[config.mk]
export PLATFORM = sky130hd
export DESIGN_NAME = icache_bank_flat
export DESIGN_NICKNAME = d
export VERILOG_FILES = /design/src/icache_pkg.sv /design/src/icache_bank_if.sv /design/src/icache_bank.sv /design/src/flat_wrapper.sv
export SDC_FILE = /design/constraint.sdc
export NUM_CORES = 2
export LEC_CHECK = 0
export BUFFER_PORTS_ARGS = -buffer_cell sky130_fd_sc_hd__buf_2
export CAP_MARGIN = 5
export CORE_MARGIN = 2
export CORE_UTILIZATION = 50
export DETAILED_ROUTE_END_ITERATION = 12
export HOLD_SLACK_MARGIN = 0.06
export PLACE_DENSITY = 0.68
export RECOVER_POWER = 100
export SLEW_MARGIN = 30
export SYNTH_ARGS = -nofsm -noshare
export SYNTH_HDL_FRONTEND = slang
export SYNTH_MEMORY_MAX_BITS = 65536
export SYNTH_SLANG_ARGS = --single-unit
export TNS_END_PERCENT = 100
[constraint.sdc]
create_clock -name clk -period 27.6 [get_ports clk]
set_clock_uncertainty 0.15 [all_clocks]
set_input_delay 4.14 -clock clk [delete_from_list [all_inputs] [get_ports clk]]
set_output_delay 4.14 -clock clk [all_outputs]
set_load 0.01 [all_outputs]
[src/icache_pkg.sv]
package icache_pkg;

	// ========================================================================
	// Cache geometry
	// ========================================================================

	localparam int ADDR_W     = 32;
	localparam int LINE_BYTES = 16;
	localparam int OFS_W      = 4;
	localparam int NUM_BANKS  = 2;
	localparam int SETS       = 16;
	localparam int SET_W      = 4;
	localparam int WAYS       = 2;
	localparam int WAY_W      = 1;
	localparam int LINE_W     = 128;
	localparam int TAG_W      = 23;

	// Address layout from the low bits up is offset, bank bit, set and tag
	localparam int BANK_LSB = OFS_W;
	localparam int SET_LSB  = OFS_W + 1;
	localparam int TAG_LSB  = OFS_W + 1 + SET_W;
	// Width of a line number, which is the address without its offset
	localparam int LNUM_W   = ADDR_W - OFS_W;

	typedef enum logic [1:0] {
		INV_NONE,
		INV_LINE,
		INV_ALL
	} inv_op_e;

	typedef logic [ADDR_W-1:0] fill_addr_t;
	typedef logic [LINE_W-1:0] line_t;
	typedef logic [TAG_W-1:0]  tag_t;

	// The bank bit is the parity of the line number
	function automatic logic addr_bank(input fill_addr_t a);
		return a[BANK_LSB];
	endfunction

	function automatic logic [SET_W-1:0] addr_set(input fill_addr_t a);
		return a[SET_LSB +: SET_W];
	endfunction

	function automatic tag_t addr_tag(input fill_addr_t a);
		return a[TAG_LSB +: TAG_W];
	endfunction

endpackage

[src/icache_bank_if.sv]
`timescale 1ns/1ps

// Everything the feeder sends to one bank
interface icache_bank_req_if import icache_pkg::*; ();
	// Pipeline advance, common to every stage
	logic             adv;
	// Lookup of the line of the fetch pair that this bank owns
	logic             look_v;
	logic [SET_W-1:0] look_set;
	tag_t             look_tag;
	// Refill write port, the way is picked by the refill source
	logic             fill_en;
	logic [SET_W-1:0] fill_set;
	tag_t             fill_tag;
	logic [WAY_W-1:0] fill_way;
	line_t            fill_data;
	// Invalidation, INV_NONE when this bank is not addressed
	inv_op_e          inv_op;
	logic [SET_W-1:0] inv_set;
	tag_t             inv_tag;
	// Snoop
	logic             snoop_en;
	logic [SET_W-1:0] snoop_set;
	tag_t             snoop_tag;

	modport feeder (output adv, look_v, look_set, look_tag, fill_en, fill_set, fill_tag,
		fill_way, fill_data, inv_op, inv_set, inv_tag, snoop_en, snoop_set, snoop_tag);
	modport bank (input adv, look_v, look_set, look_tag, fill_en, fill_set, fill_tag,
		fill_way, fill_data, inv_op, inv_set, inv_tag, snoop_en, snoop_set, snoop_tag);
endinterface

// Registered lookup result of one bank
interface icache_bank_rsp_if import icache_pkg::*; ();
	logic  hit;
	line_t data;

	modport bank (output hit, data);
	modport aligner (input hit, data);
endinterface

[src/icache_bank.sv]
`timescale 1ns/1ps

module icache_bank import icache_pkg::*; (
	input  logic              clk,
	input  logic              rst,
	icache_bank_req_if.bank   req,
	icache_bank_rsp_if.bank   rsp,
	input  fill_addr_t        stg_addr_i,
	output logic              stg_v_o,
	output fill_addr_t        stg_addr_o
);

	// ========================================================================
	// Storage
	// ========================================================================

	tag_t             tag_mem  [WAYS][SETS];
	line_t            data_mem [WAYS][SETS];
	logic [SETS-1:0]  valid_q  [WAYS];

	// Lookup compare of the current set
	logic             look_hit;
	logic [WAY_W-1:0] look_way;

	// Maintenance tag compare, one bit per way
	logic [WAYS-1:0]  inv_match;
	logic [WAYS-1:0]  snoop_match;

	// Stage register
	logic             hit_q;
	line_t            data_q;
	logic             stg_v_q;
	fill_addr_t       stg_addr_q;

	// ========================================================================
	// Lookup
	// ========================================================================

	// The arrays are read before this edge's updates land, so a fill or a
	// clear presented on the same edge is not seen by the lookup
	always_comb begin
		look_hit = 1'b0;
		look_way = '0;
		for (int w = 0; w < WAYS; w++) begin
			if (valid_q[w][req.look_set] && tag_mem[w][req.look_set] == req.look_tag) begin
				look_hit = 1'b1;
				look_way = WAY_W'(w);
			end
		end
	end

	always_ff @(posedge clk) begin
		if (rst) begin
			hit_q   <= 1'b0;
			stg_v_q <= 1'b0;
		end else if (req.adv) begin
			hit_q   <= req.look_v && look_hit;
			stg_v_q <= req.look_v;
		end
	end

	always_ff @(posedge clk) begin
		if (req.adv) begin
			data_q     <= data_mem[look_way][req.look_set];
			stg_addr_q <= stg_addr_i;
		end
	end

	assign rsp.hit    = hit_q;
	assign rsp.data   = data_q;
	assign stg_v_o    = stg_v_q;
	assign stg_addr_o = stg_addr_q;

	// ========================================================================
	// Maintenance
	// ========================================================================

	// Compare against the tag each way will hold after this edge's fill
	// so that a clear of a line being filled right now still hits it
	always_comb begin
		tag_t inv_tag_w;
		tag_t snoop_tag_w;
		for (int w = 0; w < WAYS; w++) begin
			inv_tag_w   = tag_mem[w][req.inv_set];
			snoop_tag_w = tag_mem[w][req.snoop_set];
			if (req.fill_en && req.fill_way == WAY_W'(w)) begin
				if (req.fill_set == req.inv_set)
					inv_tag_w = req.fill_tag;
				if (req.fill_set == req.snoop_set)
					snoop_tag_w = req.fill_tag;
			end
			inv_match[w]   = (inv_tag_w == req.inv_tag);
			snoop_match[w] = req.snoop_en && (snoop_tag_w == req.snoop_tag);
		end
	end

	// Later assignments override earlier ones in the block, which gives
	// the fill, invalidate, snoop priority with a clear beating a fill
	always_ff @(posedge clk) begin
		if (rst) begin
			for (int w = 0; w < WAYS; w++)
				valid_q[w] <= '0;
		end else begin
			if (req.fill_en)
				valid_q[req.fill_way][req.fill_set] <= 1'b1;
			for (int w = 0; w < WAYS; w++) begin
				if (req.inv_op == INV_ALL)
					valid_q[w] <= '0;
				else if (req.inv_op == INV_LINE && inv_match[w])
					valid_q[w][req.inv_set] <= 1'b0;
				if (snoop_match[w])
					valid_q[w][req.snoop_set] <= 1'b0;
			end
		end
	end

	// Tag and data arrays only change on a refill
	always_ff @(posedge clk) begin
		if (req.fill_en) begin
			tag_mem[req.fill_way][req.fill_set]  <= req.fill_tag;
			data_mem[req.fill_way][req.fill_set] <= req.fill_data;
		end
	end

endmodule

[src/flat_wrapper.sv]
// flat-port wrapper written by rule: the top's interface ports become plain ports
module icache_bank_flat import icache_pkg::*;
  (clk, rst, stg_addr_i, stg_v_o, stg_addr_o, req_adv, req_look_v, req_look_set, req_look_tag, req_fill_en, req_fill_set, req_fill_tag, req_fill_way, req_fill_data, req_inv_op, req_inv_set, req_inv_tag, req_snoop_en, req_snoop_set, req_snoop_tag, rsp_hit, rsp_data);
  icache_bank_req_if req_i ();
  icache_bank_rsp_if rsp_i ();
  input  logic clk;
  input  logic rst;
  input  fill_addr_t stg_addr_i;
  output logic stg_v_o;
  output fill_addr_t stg_addr_o;
  input wire logic [$bits(req_i.adv)-1:0] req_adv;
  input wire logic [$bits(req_i.look_v)-1:0] req_look_v;
  input wire logic [$bits(req_i.look_set)-1:0] req_look_set;
  input wire logic [$bits(req_i.look_tag)-1:0] req_look_tag;
  input wire logic [$bits(req_i.fill_en)-1:0] req_fill_en;
  input wire logic [$bits(req_i.fill_set)-1:0] req_fill_set;
  input wire logic [$bits(req_i.fill_tag)-1:0] req_fill_tag;
  input wire logic [$bits(req_i.fill_way)-1:0] req_fill_way;
  input wire logic [$bits(req_i.fill_data)-1:0] req_fill_data;
  input wire logic [$bits(req_i.inv_op)-1:0] req_inv_op;
  input wire logic [$bits(req_i.inv_set)-1:0] req_inv_set;
  input wire logic [$bits(req_i.inv_tag)-1:0] req_inv_tag;
  input wire logic [$bits(req_i.snoop_en)-1:0] req_snoop_en;
  input wire logic [$bits(req_i.snoop_set)-1:0] req_snoop_set;
  input wire logic [$bits(req_i.snoop_tag)-1:0] req_snoop_tag;
  output wire logic [$bits(rsp_i.hit)-1:0] rsp_hit;
  output wire logic [$bits(rsp_i.data)-1:0] rsp_data;
  assign req_i.adv = req_adv;
  assign req_i.look_v = req_look_v;
  assign req_i.look_set = req_look_set;
  assign req_i.look_tag = req_look_tag;
  assign req_i.fill_en = req_fill_en;
  assign req_i.fill_set = req_fill_set;
  assign req_i.fill_tag = req_fill_tag;
  assign req_i.fill_way = req_fill_way;
  assign req_i.fill_data = req_fill_data;
  assign req_i.inv_op = req_inv_op;
  assign req_i.inv_set = req_inv_set;
  assign req_i.inv_tag = req_inv_tag;
  assign req_i.snoop_en = req_snoop_en;
  assign req_i.snoop_set = req_snoop_set;
  assign req_i.snoop_tag = req_snoop_tag;
  assign rsp_hit = rsp_i.hit;
  assign rsp_data = rsp_i.data;
  icache_bank u_core (.clk(clk), .rst(rst), .req(req_i), .rsp(rsp_i), .stg_addr_i(stg_addr_i), .stg_v_o(stg_v_o), .stg_addr_o(stg_addr_o));
endmodule
==> results_dict.tcl <==
set metrics [dict create \
    holdCritPathClass "flop to flop" \
    power_switching_share 0.224 \
    globalRouteTotalUtil 0.307 \
    seq_power_share 0.528 \
    yosys_warnings 0 \
    ioPinCount 439 \
    timing_hold_violations_final 0 \
    grt_pass1_wl_um 903000 \
    post-place-cells 17100 \
    worst_slew_pin_slew_ns 10.91 \
    drv_slew 6421 \
    synth_area_leaders "edfxtp_1 73%, mux4_2 10%, mux2i_1 3.6%, nand2_1 3.3%, a21oi_1 1.1%" \
    worst_slew_margin_rel -6.28 \
    clock_power_share 0.420 \
    cp_max_fo 55 \
    setup_violations 0 \
    timing_worst_setup_path_type "primary input to flop" \
    synth_enable_flop_cells 4992 \
    worstSkewPairLatency_ns 1.07 \
    clock.fmax_mhz 50.2 \
    period_needed_ns 19.92 \
    detailedRoute.firstIterationViolations 21200 \
    synthDistinctLibCells 60 \
    synth_top_cells_by_count "4,992 x edfxtp_1, 1,788 x nand2_1, 933 x mux4_2, 744 x mux2i_1, 479 x clkbuf_1" \
    root_buffer "clkbuf_16" \
    delay_heaviest_family_cp "buffers and inverters" \
    max_rail_drop_vdd_uv 60.2 \
    worst-path-buf-inv 7 \
    core_area_um2 409000 \
    synth-seq-area-share 0.735 \
    finalNetCount 12500 \
    routed_wire_length_per_instance_um 35.9 \
    chip_height_um 644 \
    place_hpwl_um 337000 \
    cts-buffers-inserted 521 \
    instance_count_of_the_mapped_netlist 11700 \
    antenna_found_initial 101 \
    yosysTopAreaCellShare 0.732 \
    crit_required_ns 28.19 \
    totalWireLength_um 650000 \
    tns_ns 0 \
    power_switching_mw 3.64 \
    buffers_inserted_during_post_cts_setup_optimization 0 \
    internal_power_mw 12.6 \
    cap_viol_max_count 166 \
    clock_net_sink_count 5026 \
    grt_overflow_total 0 \
    yosys_most_used_dff "edfxtp_1" \
    cp.arrival_ns 20.51 \
    final_cell_count_no_fill 18100 \
    crit_path_start_kind "primary input" \
    die_area_um2 415000 \
    overall_power_mw 16.2 \
    end_kind "flop" \
    violated_checks "max-capacitance violations, max-slew violations" \
    synth_async_sr_flop_share 0 \
    power.density_cell_area_nw_per_um2 71.0 \
    place_congestion 0.942 \
    grt_pass1_vias 118000 \
    route.vias.total 123000 \
    post_cts_hold_buffer_count 0 \
    status "finished with violations" \
    final.period_utilization 0.722 \
    cp_slowest_stage_delay_ns 2.74 \
    via_per_inst 6.78 \
    synth_area_per_cell_um2 17.5 \
    timing.critical_path.slowest_stage_cell "clkbuf_1" \
    initial_utilization 0.501 \
    synthesis.area_um2 205000 \
    yosys.area.top_type "edfxtp_1" \
    crit_chain "buf_8, buf_4, buf_4, nor2b_1, clkbuf_1, a22oi_1, a211oi_1, a31o_2, or4b_2, nor4_1, nand3_1, clkbuf_1, clkbuf_1, buf_4, mux2i_1, o21ai_0, a2111oi_0, o211ai_1" \
    area_growth_from_synthesis_to_layout_pct 11.7 \
    static-leakage-power_nw 75.6 \
    portBuffers 438 \
    cts.reportedPaths.clkPinSlew_ns 0.06 \
    drt-pass1-iter-count 10 \
    drive_gt1_frac 0.157 \
    clock_tree.buffer_depth 4 \
    std_cell_rows 235 \
    yosys_register_bits 5026 \
    final_critical_path_setup_slack_ns 7.68 \
    post_cts_resize_count 0 \
    rsz0062_at_grt "false" \
    synth_nets 12000 \
    dpl_worst_slack_ns 13.26 \
    cts_tree "yes" \
    most_frequently_used_cell_type_in_the_post_synthesis_netlist "edfxtp_1" \
    drc_violation_count_after_routing 0 \
    htree_levels 6 \
    power_frac_comb 0.052 \
    die_x_um 644 \
    antenna_left 0 \
    largest_net_degree_at_the_start_of_global_routing 173 \
]
-- final timing paths --
| path | start | end | slack, ns | cells past startpoint |
|---|---|---|---|---|
| worst max-delay path | req_look_set[0] | u_core.rsp.data[0] | 7.68 | 18 |
| worst min-delay path | u_core.rsp.hit | u_core.rsp.hit | 0.33 | 2 |
| worst max register to register | u_core.tag_mem[1][152] | u_core.rsp.data[0] | 15.69 | 14 |
| worst min register to register | u_core.rsp.hit | u_core.rsp.hit | 0.33 | 2 |
-- through the flow --
stage	cell area [um2]	hold WS [ns]	utilization
after detailed placement	214000	0.315	0.523
after global routing	229000	0.370	0.560
after floorplan	205000	0.333	-
after global placement	213000	0.304	0.522
final	229000	0.332	0.560
after CTS	230000	0.325	0.563
-- power by group through the flow --
stage | clock, mW | sequential, mW | combinational (mW)
CTS | 6.86 | 8.56 | 0.832
floorplan | 0 | 8.72 | 0.394
global route | 7.16 | 8.58 | 0.862
global placement | 0 | 8.71 | 0.813
detailed placement | 0 | 8.72 | 0.829
finish | 6.82 | 8.58 | 0.837
-- kinds of logic (layout without fill, tap and decap cells) --
| family | count (synthesis) | in the layout | synth area share |
|---|---|---|---|
| other cells | 0 | 50 | 0 |
| xor+xnor | 142 | 142 | 0.00607 |
| buf+inv | 817 | 1682 | 0.0167 |
| mux | 1699 | 1699 | 0.140 |
| simple gates | 2540 | 2540 | 0.0523 |
| compound gates | 1504 | 1504 | 0.0493 |
| flops | 5026 | 5026 | 0.735 |
-- tightest hold or removal path, delay by kind of cell (launching register included) --
kind / cells / cell delay (ns)
AND/OR/NAND/NOR: 1 / 0.06
flip-flops: 1 / 0.31
AO/OA/AOI/OAI: 1 / 0.06
-- flip-flops by register name, summed over array words and instances, names as in the netlist --
signal and cells:
u_core.rsp.data 128, u_core.tag_mem 736, u_core.stg_addr_o 32, u_core.rsp.hit 1
u_core.data_mem 4096, u_core.stg_v_o 1, u_core.valid_q 32
-- cell type report --
type	count	area [um2]
Clock buffer	651	13700
Tap cell	5451	6820
Timing Repair Buffer	716	3690
Sequential cell	5026	151000
Clock inverter	286	2790
Inverter	29	124
Multi-Input combinational cell	5885	51000
Antenna cell	50	125
Fill cell	30800	180000
-- layout by cell type (no fill, tap or decap), types with 26 or more instances in the layout --
cell and instances:
edfxtp_1 4992, nand2_1 1776, mux4_2 933, mux2i_1 744, clkbuf_1 579, clkbuf_16 527
a21oi_1 451, nand3_1 436, o211ai_1 161, o22ai_1 146, o2111ai_1 137, a2111oi_0 132
o21ai_0 131, buf_2 115, buf_4 112, clkinv_1 108, xnor2_1 73, clkinv_2 71
a31oi_1 70, xor2_1 69, o221ai_1 59, nand4_1 53, a211oi_1 51, diode_2 50
nor4_1 50, nor2_1 49, a22oi_1 48, nor3_1 40, a32oi_1 38, dfxtp_1 34
nand2b_1 28, bufinv_16 28, inv_1 26
-- metal layers --
metal,wire [um],global-route usage,vias up,part of all wire
met4,31600,0.136,60,0.049
li1,-,-,48200,-
met1,231000,0.423,62900,0.36
met2,297000,0.470,9813,0.46
met5,371,0,-,0.00057
met3,89600,0.0736,1638,0.14
Power figures use the tool's default switching activity.
